**src/design/decode_consts.svh**
```systemverilog
// Decode constants
// Instruction field widths and positions, opcode, func, regimm rt and
// cop0 rs codes, and the widths of the decode outputs.

`ifndef DECODE_CONSTS_SVH
`define DECODE_CONSTS_SVH

`define INST_W      32
`define OP_W        6
`define FUNC_W      6
`define REG_W       5

`define OP_LSB      26
`define RS_LSB      21
`define RT_LSB      16
`define SH_LSB      6

`define OP_SPECIAL  6'b000000
`define OP_REGIMM   6'b000001
`define OP_J        6'b000010
`define OP_JAL      6'b000011
`define OP_BEQ      6'b000100
`define OP_BNE      6'b000101
`define OP_BLEZ     6'b000110
`define OP_BGTZ     6'b000111
`define OP_ADDI     6'b001000
`define OP_ADDIU    6'b001001
`define OP_SLTI     6'b001010
`define OP_SLTIU    6'b001011
`define OP_ANDI     6'b001100
`define OP_ORI      6'b001101
`define OP_XORI     6'b001110
`define OP_LUI      6'b001111
`define OP_COP0     6'b010000
`define OP_BEQL     6'b010100
`define OP_SPECIAL2 6'b011100
`define OP_LB       6'b100000
`define OP_LH       6'b100001
`define OP_LW       6'b100011
`define OP_LBU      6'b100100
`define OP_LHU      6'b100101
`define OP_SB       6'b101000
`define OP_SH       6'b101001
`define OP_SW       6'b101011

`define FN_SLL      6'b000000
`define FN_SRL      6'b000010
`define FN_SRA      6'b000011
`define FN_SLLV     6'b000100
`define FN_SRLV     6'b000110
`define FN_SRAV     6'b000111
`define FN_JR       6'b001000
`define FN_JALR     6'b001001
`define FN_SYSCALL  6'b001100
`define FN_BREAK    6'b001101
`define FN_MFHI     6'b010000
`define FN_MTHI     6'b010001
`define FN_MFLO     6'b010010
`define FN_MTLO     6'b010011
`define FN_MULT     6'b011000
`define FN_MULTU    6'b011001
`define FN_DIV      6'b011010
`define FN_DIVU     6'b011011
`define FN_ADD      6'b100000
`define FN_ADDU     6'b100001
`define FN_SUB      6'b100010
`define FN_SUBU     6'b100011
`define FN_AND      6'b100100
`define FN_OR       6'b100101
`define FN_XOR      6'b100110
`define FN_NOR      6'b100111
`define FN_SLT      6'b101010
`define FN_SLTU     6'b101011
`define FN_MUL      6'b000010
`define FN_ERET     6'b011000

`define RT_BLTZ     5'b00000
`define RT_BGEZ     5'b00001
`define RT_BLTZAL   5'b10000
`define RT_BGEZAL   5'b10001

`define RS_MF       5'b00000
`define RS_MT       5'b00100

`define ALU_OP_W    4
`define BRANCH_W    11
`define CTRL_BUS_W  34

`endif

```
**src/design/decode_pkg.sv**
```systemverilog
// Decode types
// Instruction names, ALU operation codes and load/store classes shared
// by the decode stage.

`include "decode_consts.svh"

package decode_pkg;

	typedef enum logic [5:0] {
		INST_INVALID,
		INST_ADD, INST_ADDI, INST_ADDU, INST_ADDIU, INST_SUB, INST_SUBU,
		INST_SLT, INST_SLTI, INST_SLTU, INST_SLTIU,
		INST_AND, INST_ANDI, INST_OR, INST_ORI, INST_XOR, INST_XORI, INST_NOR, INST_LUI,
		INST_SLL, INST_SLLV, INST_SRA, INST_SRAV, INST_SRL, INST_SRLV,
		INST_MULT, INST_MULTU, INST_DIV, INST_DIVU, INST_MUL,
		INST_BEQ, INST_BEQL, INST_BNE, INST_BGEZ, INST_BGTZ, INST_BLEZ,
		INST_BLTZ, INST_BLTZAL, INST_BGEZAL,
		INST_J, INST_JAL, INST_JR, INST_JALR,
		INST_MFHI, INST_MFLO, INST_MTHI, INST_MTLO,
		INST_BREAK, INST_SYSCALL, INST_ERET, INST_MFC0, INST_MTC0,
		INST_LB, INST_LBU, INST_LH, INST_LHU, INST_LW, INST_SB, INST_SH, INST_SW
	} inst_e;

	typedef enum logic [`ALU_OP_W-1:0] {
		ALU_SLL   = 4'd0,
		ALU_SRA   = 4'd1,
		ALU_SRL   = 4'd2,
		ALU_MULTU = 4'd3,
		ALU_DIVU  = 4'd4,
		ALU_ADD   = 4'd5,
		ALU_SUB   = 4'd6,
		ALU_AND   = 4'd7,
		ALU_OR    = 4'd8,
		ALU_XOR   = 4'd9,
		ALU_NOR   = 4'd10,
		ALU_SLT   = 4'd11,
		ALU_MULT  = 4'd13,	// also sltu, sltiu and mul
		ALU_DIV   = 4'd14
	} alu_op_e;

	typedef enum logic [2:0] {
		LS_LB, LS_LBU, LS_LH, LS_LHU, LS_LW, LS_SB, LS_SH, LS_SW
	} ls_class_e;

endpackage

```
**src/design/datapath_ctrl_gen.sv**
```systemverilog
// Datapath control generation
// Turns the instruction name into ALU, register file, write-back,
// immediate, hi/lo and load/store controls. Invalid gives all zeros.

`timescale 1ns/1ps

module datapath_ctrl_gen (
	input  decode_pkg::inst_e     inst_name,
	output decode_pkg::alu_op_e   alu_op,
	output decode_pkg::ls_class_e ls_class,
	output logic [1:0]            add_sub,
	output logic [1:0]            hilo_mode,
	output logic                  load,
	output logic                  r1_r,
	output logic                  r2_r,
	output logic                  r1_sel,
	output logic                  r2_sel,
	output logic                  regs_we,
	output logic [1:0]            rw_sel,
	output logic [2:0]            din_sel,
	output logic                  cp0_we,
	output logic [1:0]            ext_sel,
	output logic [1:0]            alua_sel,
	output logic [1:0]            alub_sel
);

	import decode_pkg::*;

	// signed overflow check, bit 1 for sub
	assign add_sub = {inst_name == INST_SUB, inst_name inside {INST_ADD, INST_ADDI}};
	assign load    = inst_name inside {INST_LB, INST_LBU, INST_LH, INST_LHU, INST_LW};
	assign cp0_we  = inst_name == INST_MTC0;

	always_comb begin
		case (inst_name)
			INST_ADD, INST_ADDI, INST_ADDU, INST_ADDIU,
			INST_LB, INST_LBU, INST_LH, INST_LHU, INST_LW,
			INST_SB, INST_SH, INST_SW:         alu_op = ALU_ADD;	// address add too
			INST_SUB, INST_SUBU:               alu_op = ALU_SUB;
			INST_SLT, INST_SLTI:               alu_op = ALU_SLT;
			INST_SLTU, INST_SLTIU,
			INST_MULT, INST_MUL:               alu_op = ALU_MULT;
			INST_AND, INST_ANDI:               alu_op = ALU_AND;
			INST_OR, INST_ORI:                 alu_op = ALU_OR;
			INST_XOR, INST_XORI:               alu_op = ALU_XOR;
			INST_NOR:                          alu_op = ALU_NOR;
			INST_SRA, INST_SRAV:               alu_op = ALU_SRA;
			INST_SRL, INST_SRLV:               alu_op = ALU_SRL;
			INST_MULTU:                        alu_op = ALU_MULTU;
			INST_DIV:                          alu_op = ALU_DIV;
			INST_DIVU:                         alu_op = ALU_DIVU;
			default:                           alu_op = ALU_SLL;
		endcase
	end

	always_comb begin
		case (inst_name)
			INST_LBU: ls_class = LS_LBU;
			INST_LH:  ls_class = LS_LH;
			INST_LHU: ls_class = LS_LHU;
			INST_LW:  ls_class = LS_LW;
			INST_SB:  ls_class = LS_SB;
			INST_SH:  ls_class = LS_SH;
			INST_SW:  ls_class = LS_SW;
			default:  ls_class = LS_LB;
		endcase
	end

	// rw_sel 10 rd, 01 rt, 00 link register
	// din_sel 110 alu, 100 hi, 101 lo, 011 cp0, 010 memory, 001 return address
	always_comb begin
		hilo_mode = 2'b00;
		r1_r      = 1'b0;
		r2_r      = 1'b0;
		r1_sel    = 1'b0;
		r2_sel    = 1'b0;
		regs_we   = 1'b0;
		rw_sel    = 2'b00;
		din_sel   = 3'b000;
		ext_sel   = 2'b00;
		alua_sel  = 2'b00;
		alub_sel  = 2'b00;
		case (inst_name)
			INST_ADD, INST_ADDU, INST_SUB, INST_SUBU, INST_SLT, INST_SLTU,
			INST_AND, INST_OR, INST_XOR, INST_NOR: begin
				{r1_r, r2_r, r2_sel, regs_we} = 4'b1111;
				rw_sel  = 2'b10;
				din_sel = 3'b110;
			end
			INST_SLLV, INST_SRAV, INST_SRLV: begin
				{r1_r, r2_r, r1_sel, regs_we} = 4'b1111;	// shift amount from rs
				rw_sel  = 2'b10;
				din_sel = 3'b110;
			end
			INST_SLL, INST_SRA, INST_SRL: begin
				{r2_r, r2_sel, regs_we} = 3'b111;
				rw_sel   = 2'b10;
				din_sel  = 3'b110;
				ext_sel  = 2'b10;	// shamt as operand
				alua_sel = 2'b01;
				alub_sel = 2'b01;
			end
			INST_ADDI, INST_ADDIU, INST_SLTI, INST_SLTIU,
			INST_ANDI, INST_ORI, INST_XORI: begin
				{r1_r, regs_we} = 2'b11;
				rw_sel   = 2'b01;
				din_sel  = 3'b110;
				ext_sel  = {1'b0, inst_name inside {INST_ANDI, INST_ORI, INST_XORI}};
				alub_sel = 2'b01;
			end
			INST_LUI: begin
				regs_we  = 1'b1;
				rw_sel   = 2'b01;
				din_sel  = 3'b110;
				ext_sel  = 2'b01;
				alua_sel = 2'b10;
				alub_sel = 2'b11;
			end
			INST_MULT, INST_MULTU, INST_DIV, INST_DIVU: begin
				{r1_r, r2_r, r2_sel} = 3'b111;
				hilo_mode = 2'b11;	// writes both hi and lo
			end
			INST_MUL: begin
				{r2_sel, regs_we} = 2'b11;
				rw_sel  = 2'b10;
				din_sel = 3'b110;
			end
			INST_BEQ, INST_BEQL, INST_BNE, INST_BGTZ, INST_BLEZ: begin
				{r1_r, r2_r, r2_sel} = 3'b111;
			end
			INST_BGEZ, INST_BLTZ: begin
				r1_r     = 1'b1;
				alub_sel = 2'b10;	// compare against zero
			end
			INST_BLTZAL, INST_BGEZAL: begin
				{r1_r, regs_we} = 2'b11;
				din_sel  = 3'b001;
				alub_sel = 2'b10;
			end
			INST_JAL: begin
				regs_we = 1'b1;
				din_sel = 3'b001;
			end
			INST_JR: r1_r = 1'b1;
			INST_JALR: begin
				{r1_r, regs_we} = 2'b11;
				rw_sel  = 2'b10;
				din_sel = 3'b001;
			end
			INST_MFHI, INST_MFLO: begin
				regs_we = 1'b1;
				rw_sel  = 2'b10;
				din_sel = {2'b10, inst_name == INST_MFLO};
			end
			INST_MTHI, INST_MTLO: begin
				r1_r      = 1'b1;
				hilo_mode = {inst_name == INST_MTHI, inst_name == INST_MTLO};
			end
			INST_MFC0: begin
				regs_we = 1'b1;
				rw_sel  = 2'b01;
				din_sel = 3'b011;
			end
			INST_MTC0: {r2_r, r2_sel} = 2'b11;
			INST_ERET: r2_r = 1'b1;
			INST_LB, INST_LBU, INST_LH, INST_LHU, INST_LW: begin
				{r1_r, regs_we} = 2'b11;
				rw_sel   = 2'b01;
				din_sel  = 3'b010;
				alub_sel = 2'b01;
			end
			INST_SB, INST_SH, INST_SW: begin
				{r1_r, r2_r, r2_sel} = 3'b111;
				alub_sel = 2'b01;
			end
			default: ;
		endcase
	end

endmodule

```
**src/design/flow_ctrl_gen.sv**
```systemverilog
// Flow control generation
// Branch/jump vector, delay-slot flag and the exception flags
// (eret, break, syscall, invalid) from the instruction name.

`timescale 1ns/1ps
`include "decode_consts.svh"

module flow_ctrl_gen (
	input  decode_pkg::inst_e    inst_name,
	output logic [`BRANCH_W-1:0] branch_jump_c,
	output logic                 in_delayslot_c,
	output logic                 eret_c,
	output logic                 break_c,
	output logic                 syscall_c,
	output logic                 invalid_c
);

	import decode_pkg::*;

	always_comb begin
		branch_jump_c = '0;
		case (inst_name)
			INST_BEQ:            branch_jump_c[0] = 1'b1;
			INST_BNE:            branch_jump_c[1] = 1'b1;
			INST_BGEZ:           branch_jump_c[2] = 1'b1;
			INST_BGTZ:           branch_jump_c[3] = 1'b1;
			INST_BLEZ:           branch_jump_c[4] = 1'b1;
			INST_BLTZ:           branch_jump_c[5] = 1'b1;
			INST_BLTZAL:         branch_jump_c[6] = 1'b1;
			INST_BGEZAL:         branch_jump_c[7] = 1'b1;
			INST_J, INST_JAL:    branch_jump_c[8] = 1'b1;
			INST_JR, INST_JALR:  branch_jump_c[9] = 1'b1;
			INST_BEQL: begin
				branch_jump_c[10] = 1'b1;	// likely, shares the beq compare
				branch_jump_c[0]  = 1'b1;
			end
			default: ;
		endcase
	end

	assign in_delayslot_c = |branch_jump_c;	// next fetch sits in the slot
	assign eret_c         = inst_name == INST_ERET;
	assign break_c        = inst_name == INST_BREAK;
	assign syscall_c      = inst_name == INST_SYSCALL;
	assign invalid_c      = inst_name == INST_INVALID;

endmodule

```
**src/design/id_ctrl_reg.sv**
```systemverilog
// Decode output register
// Packs the datapath and flow controls into the control bus and
// registers them on the input strobe, with a one-cycle valid.

`timescale 1ns/1ps
`include "decode_consts.svh"

module id_ctrl_reg (
	input  logic                    clk,
	input  logic                    rst,
	input  logic                    inst_valid,
	input  logic                    not_nop,
	input  decode_pkg::alu_op_e     alu_op,
	input  decode_pkg::ls_class_e   ls_class,
	input  logic [1:0]              add_sub,
	input  logic [1:0]              hilo_mode,
	input  logic                    load,
	input  logic                    r1_r,
	input  logic                    r2_r,
	input  logic                    r1_sel,
	input  logic                    r2_sel,
	input  logic                    regs_we,
	input  logic [1:0]              rw_sel,
	input  logic [2:0]              din_sel,
	input  logic                    cp0_we,
	input  logic [1:0]              ext_sel,
	input  logic [1:0]              alua_sel,
	input  logic [1:0]              alub_sel,
	input  logic [`BRANCH_W-1:0]    branch_jump_c,
	input  logic                    in_delayslot_c,
	input  logic                    eret_c,
	input  logic                    break_c,
	input  logic                    syscall_c,
	input  logic                    invalid_c,
	output logic [`CTRL_BUS_W-1:0]  control_bus,
	output logic [`BRANCH_W-1:0]    branch_jump,
	output logic                    in_delayslot,
	output logic                    ctrl_valid
);

	logic [`CTRL_BUS_W-1:0] bus_next;

	assign bus_next = {
		add_sub, ls_class, invalid_c, eret_c, break_c, syscall_c,
		hilo_mode, not_nop, load, r2_r, r1_r,
		alub_sel, alua_sel, ext_sel, cp0_we,
		din_sel, rw_sel, regs_we, r2_sel, r1_sel,
		alu_op
	};

	always_ff @(posedge clk) begin
		if (rst) begin
			control_bus  <= '0;
			branch_jump  <= '0;
			in_delayslot <= 1'b0;
			ctrl_valid   <= 1'b0;
		end else begin
			ctrl_valid <= inst_valid;	// single-cycle pulse per strobe
			if (inst_valid) begin
				control_bus  <= bus_next;
				branch_jump  <= branch_jump_c;
				in_delayslot <= in_delayslot_c;
			end
		end
	end

endmodule

```
**src/design/inst_decode_top.sv**
```systemverilog
// Instruction decode stage
// Names each strobed instruction, derives datapath and flow controls,
// and presents the registered control bus one cycle later.

`timescale 1ns/1ps
`include "decode_consts.svh"

module inst_decode_top (
	input  logic                   clk,
	input  logic                   rst,
	input  logic                   inst_valid,
	input  logic [`INST_W-1:0]     inst,
	output logic [`CTRL_BUS_W-1:0] control_bus,
	output logic [`BRANCH_W-1:0]   branch_jump,
	output logic                   in_delayslot,
	output logic                   ctrl_valid
);

	import decode_pkg::*;

	inst_e                 inst_name;
	logic                  not_nop;
	alu_op_e               alu_op;
	ls_class_e             ls_class;
	logic [1:0]            add_sub;
	logic [1:0]            hilo_mode;
	logic                  load;
	logic                  r1_r;
	logic                  r2_r;
	logic                  r1_sel;
	logic                  r2_sel;
	logic                  regs_we;
	logic [1:0]            rw_sel;
	logic [2:0]            din_sel;
	logic                  cp0_we;
	logic [1:0]            ext_sel;
	logic [1:0]            alua_sel;
	logic [1:0]            alub_sel;
	logic [`BRANCH_W-1:0]  branch_jump_c;
	logic                  in_delayslot_c;
	logic                  eret_c;
	logic                  break_c;
	logic                  syscall_c;
	logic                  invalid_c;

	inst_identify u_identify (
		.inst      (inst),
		.inst_name (inst_name),
		.not_nop   (not_nop)
	);

	datapath_ctrl_gen u_datapath (
		.inst_name (inst_name),
		.alu_op    (alu_op),
		.ls_class  (ls_class),
		.add_sub   (add_sub),
		.hilo_mode (hilo_mode),
		.load      (load),
		.r1_r      (r1_r),
		.r2_r      (r2_r),
		.r1_sel    (r1_sel),
		.r2_sel    (r2_sel),
		.regs_we   (regs_we),
		.rw_sel    (rw_sel),
		.din_sel   (din_sel),
		.cp0_we    (cp0_we),
		.ext_sel   (ext_sel),
		.alua_sel  (alua_sel),
		.alub_sel  (alub_sel)
	);

	flow_ctrl_gen u_flow (
		.inst_name      (inst_name),
		.branch_jump_c  (branch_jump_c),
		.in_delayslot_c (in_delayslot_c),
		.eret_c         (eret_c),
		.break_c        (break_c),
		.syscall_c      (syscall_c),
		.invalid_c      (invalid_c)
	);

	id_ctrl_reg u_ctrl_reg (
		.clk            (clk),
		.rst            (rst),
		.inst_valid     (inst_valid),
		.not_nop        (not_nop),
		.alu_op         (alu_op),
		.ls_class       (ls_class),
		.add_sub        (add_sub),
		.hilo_mode      (hilo_mode),
		.load           (load),
		.r1_r           (r1_r),
		.r2_r           (r2_r),
		.r1_sel         (r1_sel),
		.r2_sel         (r2_sel),
		.regs_we        (regs_we),
		.rw_sel         (rw_sel),
		.din_sel        (din_sel),
		.cp0_we         (cp0_we),
		.ext_sel        (ext_sel),
		.alua_sel       (alua_sel),
		.alub_sel       (alub_sel),
		.branch_jump_c  (branch_jump_c),
		.in_delayslot_c (in_delayslot_c),
		.eret_c         (eret_c),
		.break_c        (break_c),
		.syscall_c      (syscall_c),
		.invalid_c      (invalid_c),
		.control_bus    (control_bus),
		.branch_jump    (branch_jump),
		.in_delayslot   (in_delayslot),
		.ctrl_valid     (ctrl_valid)
	);

endmodule

```
**src/design/inst_identify.sv**
```systemverilog
// Instruction identification
// Splits the instruction word into its fields and names the instruction.
// Anything not recognised comes out as INST_INVALID.

`timescale 1ns/1ps
`include "decode_consts.svh"

module inst_identify (
	input  logic [`INST_W-1:0] inst,
	output decode_pkg::inst_e  inst_name,
	output logic               not_nop
);

	import decode_pkg::*;

	logic [`OP_W-1:0]   op;
	logic [`REG_W-1:0]  rs;
	logic [`REG_W-1:0]  rt;
	logic [`FUNC_W-1:0] func;

	assign op   = inst[`OP_LSB +: `OP_W];
	assign rs   = inst[`RS_LSB +: `REG_W];
	assign rt   = inst[`RT_LSB +: `REG_W];
	assign func = inst[`FUNC_W-1:0];

	// all-zero word is the only nop
	assign not_nop = (|inst[`INST_W-1:`SH_LSB]) | (|func);

	always_comb begin
		inst_name = INST_INVALID;
		case (op)
			`OP_SPECIAL: begin
				case (func)
					`FN_ADD:     inst_name = INST_ADD;
					`FN_ADDU:    inst_name = INST_ADDU;
					`FN_SUB:     inst_name = INST_SUB;
					`FN_SUBU:    inst_name = INST_SUBU;
					`FN_SLT:     inst_name = INST_SLT;
					`FN_SLTU:    inst_name = INST_SLTU;
					`FN_AND:     inst_name = INST_AND;
					`FN_OR:      inst_name = INST_OR;
					`FN_XOR:     inst_name = INST_XOR;
					`FN_NOR:     inst_name = INST_NOR;
					`FN_SLL:     inst_name = INST_SLL;
					`FN_SLLV:    inst_name = INST_SLLV;
					`FN_SRA:     inst_name = INST_SRA;
					`FN_SRAV:    inst_name = INST_SRAV;
					`FN_SRL:     inst_name = INST_SRL;
					`FN_SRLV:    inst_name = INST_SRLV;
					`FN_MULT:    inst_name = INST_MULT;
					`FN_MULTU:   inst_name = INST_MULTU;
					`FN_DIV:     inst_name = INST_DIV;
					`FN_DIVU:    inst_name = INST_DIVU;
					`FN_JR:      inst_name = INST_JR;
					`FN_JALR:    inst_name = INST_JALR;
					`FN_MFHI:    inst_name = INST_MFHI;
					`FN_MFLO:    inst_name = INST_MFLO;
					`FN_MTHI:    inst_name = INST_MTHI;
					`FN_MTLO:    inst_name = INST_MTLO;
					`FN_BREAK:   inst_name = INST_BREAK;
					`FN_SYSCALL: inst_name = INST_SYSCALL;
					default:     inst_name = INST_INVALID;
				endcase
			end
			`OP_REGIMM: begin
				case (rt)
					`RT_BLTZ:   inst_name = INST_BLTZ;
					`RT_BGEZ:   inst_name = INST_BGEZ;
					`RT_BLTZAL: inst_name = INST_BLTZAL;
					`RT_BGEZAL: inst_name = INST_BGEZAL;
					default:    inst_name = INST_INVALID;
				endcase
			end
			`OP_COP0: begin
				if (rs[`REG_W-1]) begin	// co field set, only eret kept
					if (func == `FN_ERET)
						inst_name = INST_ERET;
				end else if (rs == `RS_MF) begin
					inst_name = INST_MFC0;
				end else if (rs == `RS_MT) begin
					inst_name = INST_MTC0;
				end
			end
			`OP_SPECIAL2: begin
				if (func == `FN_MUL)
					inst_name = INST_MUL;
			end
			`OP_ADDI:  inst_name = INST_ADDI;
			`OP_ADDIU: inst_name = INST_ADDIU;
			`OP_SLTI:  inst_name = INST_SLTI;
			`OP_SLTIU: inst_name = INST_SLTIU;
			`OP_ANDI:  inst_name = INST_ANDI;
			`OP_ORI:   inst_name = INST_ORI;
			`OP_XORI:  inst_name = INST_XORI;
			`OP_LUI:   inst_name = INST_LUI;
			`OP_BEQ:   inst_name = INST_BEQ;
			`OP_BEQL:  inst_name = INST_BEQL;
			`OP_BNE:   inst_name = INST_BNE;
			`OP_BGTZ:  inst_name = INST_BGTZ;
			`OP_BLEZ:  inst_name = INST_BLEZ;
			`OP_J:     inst_name = INST_J;
			`OP_JAL:   inst_name = INST_JAL;
			`OP_LB:    inst_name = INST_LB;
			`OP_LBU:   inst_name = INST_LBU;
			`OP_LH:    inst_name = INST_LH;
			`OP_LHU:   inst_name = INST_LHU;
			`OP_LW:    inst_name = INST_LW;
			`OP_SB:    inst_name = INST_SB;
			`OP_SH:    inst_name = INST_SH;
			`OP_SW:    inst_name = INST_SW;
			default:   inst_name = INST_INVALID;
		endcase
	end

endmodule

```
**config.mk**
```make
export PLATFORM = sky130hd
export DESIGN_NAME = inst_decode_top
export DESIGN_NICKNAME = d
export VERILOG_FILES = /design/src/design/decode_pkg.sv /design/src/design/datapath_ctrl_gen.sv /design/src/design/flow_ctrl_gen.sv /design/src/design/id_ctrl_reg.sv /design/src/design/inst_decode_top.sv /design/src/design/inst_identify.sv
export VERILOG_INCLUDE_DIRS = /design/src /design/src/design
export SDC_FILE = /design/constraint.sdc
export NUM_CORES = 1
export LEC_CHECK = 0
export BUFFER_PORTS_ARGS = -buffer_cell sky130_fd_sc_hd__buf_2
export CAP_MARGIN = 20
export CORE_MARGIN = 2
export CORE_UTILIZATION = 50
export DETAILED_ROUTE_END_ITERATION = 8
export GPL_TIMING_DRIVEN = 0
export PLACE_DENSITY = 0.75
export SLEW_MARGIN = 20
export SYNTH_ARGS = -nofsm -noshare
export SYNTH_HDL_FRONTEND = slang
export SYNTH_SLANG_ARGS = --single-unit
```
**constraint.sdc**
```tcl
create_clock -name clk -period 3.7 [get_ports clk]
set_input_delay 0.925 -clock clk [delete_from_list [all_inputs] [get_ports clk]]
set_output_delay 0.925 -clock clk [all_outputs]
set_load 0.005 [all_outputs]
```
After elaboration in Yosys (flattened, before gate mapping). Memory sizes are Yosys's and may differ from the RTL's. A register that Yosys moved wholly into a read port is not among the register bits. Cells that the tools add are included.

Memories kept: 2. Logic and storage cells: 158. Bits in registers: 47. Input bits: 35. ROM bits: 640. Output and inout port bits: 47.

Reductions and logical operators: 30. Muxes and demuxes: 30. Eq/ne operators: 91. Bitwise gates (word level): 1.

Memory list: (no name shown) (words 64, bits a word 6, read ports 1, clocked after memory_dff 0, wr ports 0, RTL line inst_identify.sv:33) `case (func)`; (no name shown) (words 64, bits a word 4, read ports 1, clocked after memory_dff 1, wr ports 0, RTL line datapath_ctrl_gen.sv:35) `case (inst_name)`.

Operators with widths (count): 6-bit equality test (second input constant) (36); 6-bit one-hot mux with 27 select lines (1); 6-bit by 5-bit equality test with 1-bit output (second input constant) (20); 6-bit by 4-bit equality test with 1-bit output (second input constant) (16); 6-bit by 3-bit equality test with 1-bit output (second input constant) (8); 45-bit OR reduction (1); 37-bit OR reduction (1); 6-bit by 2-bit equality test with 1-bit output (second input constant) (5); 30-bit OR reduction (1); 27-bit OR reduction (1); 26-bit OR reduction (1); 25-bit OR reduction (1); 6-bit two-way mux (4); 6-bit one-hot mux with 4 select lines (1); 3-bit one-hot mux with 7 select lines (1); 20-bit OR reduction (1); 18-bit OR reduction (1); 1-bit two-way mux (16); 3-bit one-hot mux with 5 select lines (1); 14-bit OR reduction (1); 6-bit by 1-bit equality test with 1-bit output (second input constant) (2); 6-bit zero test (2); 2-bit one-hot mux with 2 select lines (3); 2-bit one-hot mux with 3 select lines (2); other kinds (16) (25).

Longest topological paths before layout. Gate-level depths: netlist of run 1.

Word-level depth: 9. Mapped depth: 17.

By module. Synthesis of run 1 repeated with hierarchy kept, for this count alone.

Cells, all modules: 514. Area, all modules: 4112.7 um^2.

Modules (own cells, without submodules): id_ctrl_reg (sequential area each 940.9 um^2, times used 1, area an instance 1665.3 um^2, cells each 150); datapath_ctrl_gen (sequential area each 0.0 um^2, times used 1, area an instance 1227.4 um^2, cells each 182); inst_identify (sequential area each 0.0 um^2, times used 1, area an instance 1001.0 um^2, cells each 147); flow_ctrl_gen (sequential area each 0.0 um^2, times used 1, area an instance 219.0 um^2, cells each 35).

Worst setup path after synthesis of run 1. No wires, ideal clock.

Path kind: in2reg. Start point: in inst[0]. End point: reg u_ctrl_reg.control_bus[10]. Path slack: -311 ps. Data required time: 3558 ps. Arrival time: 3869 ps. Buffers on the path: 3. Stages: 16. Path through: inv_1 > ha_1 > mux2_4 > o221ai_2 > a211oi_1 > or3_1 > buf_2 > buf_2 > ha_1 > clkbuf_1 > or2_2 > a22o_1 > nor2_1 > nor2_1 > a2111oi_4 > a311oi_1.

Cells in the longest elaborated chain, start to end: 7. Elaborated cells between the ends (all ways): 49. Those cells by class: eq/ne: 39; mux: 5; reduce/logical: 4; memory: 1.

Ends and longest elaborated chain: start, declared (RTL line inst_decode_top.sv:12) `` input logic [`INST_W-1:0] inst, ``; branches (longest 3 deep; another with memory 64 x 6 bit); 6-bit one-hot mux with 27 select lines (*) (RTL line inst_identify.sv:31) `case (op)`; 6-bit by 2-bit equality test with 1-bit output (tied with other cells) (RTL line datapath_ctrl_gen.sv:83) `case (inst_name)`; 25-bit OR reduction (no line) (tied with other cells); 3-bit one-hot mux with 5 select lines (*) (RTL line datapath_ctrl_gen.sv:83); end signal, assigned (RTL line id_ctrl_reg.sv:60) `control_bus <= bus_next;`; end, declared (RTL line id_ctrl_reg.sv:35) `` output logic [`CTRL_BUS_W-1:0] control_bus, ``.

Every way passes the cells marked *. A chain may end at the register's enable or synchronous reset.

Worst setup path in the final report of run 1.
Start point: in inst[3]. End point: reg u_ctrl_reg.control_bus[10].

Same word-level chain as after synthesis.

==> results of run 1 <==
-- routing by layer --
layer	vias to the layer above	share of wire [%]
met1	2180	42
met3	48	8.9
met4	0	2.7
met5	-	0
met2	292	46
li1	2158	-
-- layout by cell type, fill, tap and decap left out, types with 5 or more instances in the layout --
| master | count |
|---|---|
| nor4_1 | 8 |
| nor2b_1 | 9 |
| o211ai_1 | 7 |
| ha_1 | 9 |
| and2_1 | 6 |
| buf_6 | 10 |
| nand4_1 | 15 |
| a211oi_1 | 8 |
| inv_1 | 8 |
| nor3_1 | 10 |
| o21ai_1 | 5 |
| o21ai_0 | 14 |
| buf_2 | 80 |
| mux2i_1 | 5 |
| inv_2 | 5 |
| or3_1 | 10 |
| dfxtp_1 | 46 |
| buf_4 | 47 |
| nand2b_1 | 8 |
| nand2_1 | 47 |
| nand3_1 | 15 |
| ha_4 | 6 |
| a21oi_1 | 33 |
| a31oi_1 | 8 |
| clkbuf_8 | 6 |
| nand4b_1 | 5 |
| clkbuf_1 | 14 |
| a311oi_1 | 8 |
| nor2_1 | 40 |
-- final timing paths --
check                                              start                                 endpoint  slack, ns  depth (start not counted)
setup / recovery                                 inst[3]  u_ctrl_reg.control_bus[10]$_SDFFE_PP0P_      0.007                         16
hold / removal    u_ctrl_reg.branch_jump[9]$_SDFFE_PP0P_   u_ctrl_reg.branch_jump[9]$_SDFFE_PP0P_       0.46                          2
setup reg to reg  u_ctrl_reg.control_bus[3]$_SDFFE_PP0P_   u_ctrl_reg.control_bus[3]$_SDFFE_PP0P_       2.76                          3
hold reg to reg   u_ctrl_reg.branch_jump[9]$_SDFFE_PP0P_   u_ctrl_reg.branch_jump[9]$_SDFFE_PP0P_       0.46                          2
-- state kept, by name, indices dropped and copies added, names as in the netlist --
register / count
u_ctrl_reg.control_bus: 33
u_ctrl_reg.branch_jump: 11
u_ctrl_reg.ctrl_valid: 1
u_ctrl_reg.in_delayslot: 1
-- cell families after synthesis --
family          Yosys count  synth area share [%]
simple gates            223                  32.0
mux                       8                  2.24
flops                    46                  23.5
xor+xnor                  2                 0.448
fa+ha+maj                18                  5.76
buf+inv                  69                  8.95
compound gates          148                  27.1
-- metrics by stage --
step | setup slack [ns] | hold slack, ns | power [mW]
after CTS | -0.0351 | 0.460 | 1.39
after floorplan | -0.0703 | 0.448 | 0.842
final | 0.00666 | 0.456 | 1.47
after global placement | -0.834 | 0.446 | 0.964
after detailed placement | -0.886 | 0.448 | 0.969
after global routing | -0.0764 | 0.488 | 1.52
-- area by class of cell --
| class | count | area (sq um) | share of cell area (%) |
|---|---|---|---|
| Buffer | 46 | 340 | 6.37 |
| Clock buffer | 6 | 72.6 | 1.36 |
| Multi-Input combinational cell | 399 | 3010 | 56.4 |
| Inverter | 17 | 83.8 | 1.57 |
| Tap cell | 102 | 128 | 2.39 |
| Timing Repair Buffer | 118 | 744 | 13.9 |
| Sequential cell | 46 | 921 | 17.2 |
| Clock inverter | 2 | 37.5 | 0.703 |
-- timing repair --
action,in CTS,in global routing
resized for setup,47,58
pin swaps,24,33
buffers inserted,28,14
endpoints found under the setup margin,24,18
-- Yosys cell counts (3+ instances only) --
library cell,number
a31oi_1,9
dfxtp_1,46
nand2_1,49
a22oi_1,5
a22o_1,3
o31ai_1,4
a211oi_1,10
o21a_1,4
nand4_1,15
a21oi_1,36
buf_2,12
nand4bb_1,3
o311ai_0,3
and2_1,6
nor3b_1,3
inv_1,14
buf_4,4
mux2i_1,5
a311oi_1,11
nor2_1,47
o211ai_1,7
o2111ai_1,6
nor3_1,13
or3_1,12
nand4b_1,5
nor2b_1,10
nor4_1,9
ha_1,18
inv_2,3
o21ai_0,17
buf_6,8
nand3_1,15
o21ai_1,3
nand2b_1,9
clkbuf_1,25
and3_1,4
-- tightest hold or removal path, cell delays in order (launching register included) --
cell,delay (ns)
dfxtp_1,0.32
nand2_1,0.05
a21oi_1,0.05
-- power breakdown --
group	total [mW]	internal, mW	leakage [nW]	switching (mW)
Combinational	0.560	0.241	1.72	0.319
Clock	0.381	0.202	0.0514	0.179
Sequential	0.526	0.515	0.375	0.0104
==> results.md, run 1 <==
- Final Cycle Share: 99.8%
- Die area: 8550 sq um
- Drt drc: 0
- GR peak layer: met2
- Yosys reg bits: 46
- GRT Total Usage: a little under a third
- Most used cell, CP: buf_12
- CP cell instances: buf_12 > buf_12 > or3b_2 > o311a_1 > a211oi_2 > or3_1 > buf_6 > inv_4 > ha_2 > buf_8 > a21oi_4 > nor2_2 > a21boi_2 > a31o_2 > a2111oi_4 > a311oi_1
- Initial antenna violation count: 0
- Placed insts: 692
- Seq/Total Area, Yosys: about a quarter
- Buffers & Inverters on Critical Path: 5
- First-pass DRT Iterations: 5
- Crit path launch type: input pin
- Hpwl dp: 9340 um
- WP data arrival: between 3 and 4 ns
- Mean Syn Cell Area: 7.61 sq um
- Num CTS Buffers: 5
- Routed len/inst: 18.8 um
- Via density: 6.36
- Mapped Nets: 567
- Final core utilization: 69.8%
- Final setup viols: 0
- Number of antenna diodes: 0
- Final TNS setup: 0 ns
- Status: completed
- Met2 usage: roughly half
- Met1 Usage GRT: 41.5%
- Slowest CP cell: or3b_2
- Vias in the first global route: 4414
- Clock tree buffer depth: 2
- Placed cell areas: ~4600 sq um
- Power Density: about 270 nW/um^2
- Initial Util: 51.2%
- Syn-to-layout area delta: 36.5%
- Critical Path Fanout Max: 10
- Top FF cell, synth: dfxtp_1
- First DRT Iteration DRCs: roughly 380
- Core area: 7650 sq um
- Layout cell share with drive strength beyond 1: 37.4%
- Worst-Margin Slew: ~0.76 ns
- Slew headroom: 48.9%
- Fin cells: between 700 and 800
- Post-Syn Instances: between 500 and 600
- Fmax: 0.271 GHz
- Die Ht: 92.5 um
- Max-cap violations: 0
- Critical path's largest stage delay: 0.44 ns
- Worst vdd ir: 0.000262 V
- Unrepaired setup endpoints after global routing: true
- Hold buffers post-CTS: 0
- Cell Rows: 32
- Global route overflow: 0
- Max H-tree Level: 2
- Root Buffer: clkbuf_8
- Clk sinks: 46
- Number of fill cells: 618
- Gp weighted congestion: between 0.9 and 1
- Vias: 4678
- Post-route minimum period: 3.69 ns
- Critical path type: in -> reg
- Die span in x: 92.5 um
- Top Family by Delay on Critical Path: compound AO/OA/AOI/OAI gates
- Drt total wl: 13900 um
- Cell taking the most area after synthesis: dfxtp_1
- P_leak: 2.15 nW
- Clock transition at path regs: 0.09 ns
- Crit end category: flip-flop
- Synth Cell Area: ~4000 sq um
- First-pass GRT wire length: around 21000 um
- Final number of max-transition violations: 0
- Synth area leaders: dfxtp_1, ha_1, nand2_1
- Async set-reset flop share out of synthesis: 0%
- Req. time, crit path: 3.85 ns
- Top-area cell type share of the netlist area: 23.5%
- Final ANT Viol Nets: 0
- Clock Latency Late Sink: around 0.30 ns
- Largest net degree at the start of global routing: 15
- Synth warn: 0
- CTS tree: built
- Cell area after layout: 5340 sq um
- Fin. Hold Viols: 0
- Post-synth cell types: 81
- Met3 usage: 6.10%
- Nets: 686
- Final Skew: 0 ns
- Number of flops mapped to enable cells by yosys: 0
- IO Port Bufs: 76
- Hold Path Class: reg -> reg
- # IOs: 82
Note: power is estimated with default switching activity, not from simulation.
==> inputs of run 2 (changes only) <==
--- a/config.mk
+++ b/config.mk
@@ -13,6 +13,7 @@
 export DETAILED_ROUTE_END_ITERATION = 8
 export GPL_TIMING_DRIVEN = 0
 export PLACE_DENSITY = 0.75
+export SETUP_SLACK_MARGIN = 0.15
 export SLEW_MARGIN = 20
 export SYNTH_ARGS = -nofsm -noshare
 export SYNTH_HDL_FRONTEND = slang
==> run 2 against run 1 <==
  * The flow now finishes with violations (setup timing)
  * Count of clock-buffer cells in the layout is 1 lower
  * First-iteration DRC count is 23% higher
  * Highest routed layer unchanged
  * Non-clock buffer count is 4 higher
  * Via count is 1.4% higher
  * Largest power group unchanged
==> results.md, run 2 (synthesis results as in run 1) <==
- Status: finished with violations (was completed)
- Failing checks: setup timing
- Gp weighted congestion: 0.970 (was 0.998)
- Die area: 8550 sq um (unchanged)
- Drt drc: 0 (unchanged)
- Slew headroom: 51.4% (was 48.9%)
- Routed len/inst: 18.7 um (was 18.8 um)
- Largest register by flop count: u_ctrl_reg.control_bus (unchanged)
- Number of fill cells: 593 (was 618)
- Req. time, crit path: 3.87 ns (was 3.85 ns)
- Clk sinks: 46 (unchanged)
- Layout cell share with drive strength beyond 1: 40.0% (was 37.4%)
- Root Buffer: clkbuf_8 (unchanged)
- Dpl ws: -0.816 ns (was -0.886 ns)
- Power Density: 259 nW/um^2 (was 274 nW/um^2)
- Final TNS setup: -0.157 ns (was 0 ns)
- P_leak: 2.21 nW (was 2.15 nW)
- Fmax: 0.266 GHz (was 0.271 GHz)
- Final number of max-transition violations: 0 (unchanged)
- Crit end category: flip-flop (unchanged)
- Max-cap violations: 0 (unchanged)
- Hold Path Class: reg -> reg (unchanged)
- Cell area after layout: 5480 sq um (was 5340 sq um)
- Placed cell areas: 4590 sq um (was 4550 sq um)
- Critical path type: in -> reg (unchanged)
- Die span in x: 92.5 um (unchanged)
- First-pass DRT Iterations: 6 (was 5)
- Die Ht: 92.5 um (unchanged)
- Worst-Margin Slew: 0.724 ns (was 0.761 ns)
- Global route overflow: 0 (unchanged)
- GRT Total Usage: 30.6% (was 30.7%)
- Num CTS Buffers: 5 (unchanged)
- Final WS setup: -0.0556 ns (was 0.00666 ns)
- First-pass GRT wire length: 21300 um (about the same)
- Critical Path Fanout Max: 8 (was 10)
- Number of flip-flops in the largest register: 33 (unchanged)
- # IOs: 82 (unchanged)
- Initial Util: 51.2% (unchanged)
- Max H-tree Level: 2 (unchanged)
- Fin. Hold Viols: 0 (unchanged)
- Clock Latency Late Sink: 0.30 ns (about the same)
- Clock tree buffer depth: 2 (unchanged)
- Crit path launch type: input pin (unchanged)
- Vias in the first global route: 4247 (was 4414)
- IO Port Bufs: 76 (unchanged)
- Clock transition at path regs: 0.09 ns (about the same)
- Post-route minimum period: 3.76 ns (was 3.69 ns)
- Final ANT Viol Nets: 0 (unchanged)
- WP data arrival: 3.92 ns (was 3.85 ns)
- Commonest non-fill, non-tap cell in the layout: buf_2 (unchanged)
- Commonest non-fill, non-tap cells in the layout: buf_2, nand2_1, dfxtp_1 (was buf_2, buf_4, nand2_1)
- Initial antenna violation count: 0 (unchanged)
- Final Cycle Share: 102% (was 99.8%)
- Unrepaired setup endpoints after global routing: true (unchanged)
- Core area: 7650 sq um (unchanged)
- Top Registers: u_ctrl_reg.control_bus x33, u_ctrl_reg.branch_jump x11 (unchanged)
- Final core utilization: 71.7% (was 69.8%)
- Placed insts: 692 (unchanged)
- First DRT Iteration DRCs: 463 (was 376)
- Final setup viols: 4 (was 0)
- Via density: 6.41 (was 6.36)
- Drt total wl: 13800 um (was 13900 um)
- Number of antenna diodes: 0 (unchanged)
- Syn-to-layout area delta: 40.2% (was 36.5%)
- Largest net degree at the start of global routing: 16 (was 15)
- Fin cells: 740 (was 736)
- Vias: 4744 (was 4678)
- Cell Rows: 32 (unchanged)
- Final Skew: 0 ns (unchanged)
- CTS tree: built (unchanged)
- Worst vdd ir: 0.000193 V (was 0.000262 V)
- Nets: 690 (was 686)
- Hpwl dp: 9340 um (about the same)
-- run 2: cell type report --
| class | instances | area (sq um) | area share, % |
|---|---|---|---|
| clock inverters | 3 | 21.3 | 0.388 |
| repair buffers | 116 | 749 | 13.7 |
| multi-input cells | 399 | 3090 | 56.3 |
| inverters | 17 | 81.3 | 1.48 |
| flip-flops and latches | 46 | 921 | 16.8 |
| plain buffers | 52 | 428 | 7.80 |
| clock buffers | 5 | 68.8 | 1.25 |
| well taps | 102 | 128 | 2.33 |
-- run 2: final timing paths --
check | from | endpoint | slack, ns | cells past startpoint
worst max register to register | u_ctrl_reg.control_bus[3]$_SDFFE_PP0P_ | u_ctrl_reg.control_bus[3]$_SDFFE_PP0P_ | 2.76 | 3
worst min-delay path | u_ctrl_reg.branch_jump[9]$_SDFFE_PP0P_ | u_ctrl_reg.branch_jump[9]$_SDFFE_PP0P_ | 0.46 | 2
worst min register to register | u_ctrl_reg.branch_jump[9]$_SDFFE_PP0P_ | u_ctrl_reg.branch_jump[9]$_SDFFE_PP0P_ | 0.46 | 2
worst max-delay path | inst[2] | u_ctrl_reg.control_bus[19]$_SDFFE_PP0P_ | -0.06 | 16
-- run 2: power by group --
group	total [mW]	internal [mW]	switching, mW
Sequential	0.525	0.515	0.00950
Clock	0.309	0.133	0.176
Combinational	0.585	0.258	0.327
-- run 2: repair_timing --
item                                    4_1_cts  5_1_grt
resized for setup                            66       57
buffers inserted                             33        7
hold buffers                                  0        0
pin swaps                                    32       34
endpoints found under the setup margin       28       19
-- run 2: routing by layer --
| layer | track usage (%) | wire length, um | part of all wire [%] |
|---|---|---|---|
| met5 | 0 | 0 | 0 |
| met4 | 7.34 | 238 | 1.7 |
| met3 | 3.25 | 1240 | 9.0 |
| met2 | 48.5 | 6380 | 46 |
| met1 | 44.4 | 5980 | 43 |
-- run 2: worst max-delay path, cell delays in order --
cell,delay [ns]
buf_6,0.09
buf_8,0.13
buf_8,0.13
or3b_4,0.36
o2111ai_2,0.07
a31oi_2,0.14
and4bb_4,0.41
inv_4,0.05
ha_4,0.16
buf_8,0.12
buf_6,0.11
or3_4,0.35
a22oi_2,0.27
nor3_4,0.10
a211oi_2,0.32
a311oi_1,0.15
-- run 2: through the flow --
step / hold slack (ns) / total power [mW]
2_1_floorplan: 0.448 / 0.847
3_3_place_gp: 0.445 / 0.969
3_5_place_dp: 0.445 / 0.974
4_1_cts: 0.458 / 1.36
5_1_grt: 0.478 / 1.48
6_report: 0.460 / 1.42
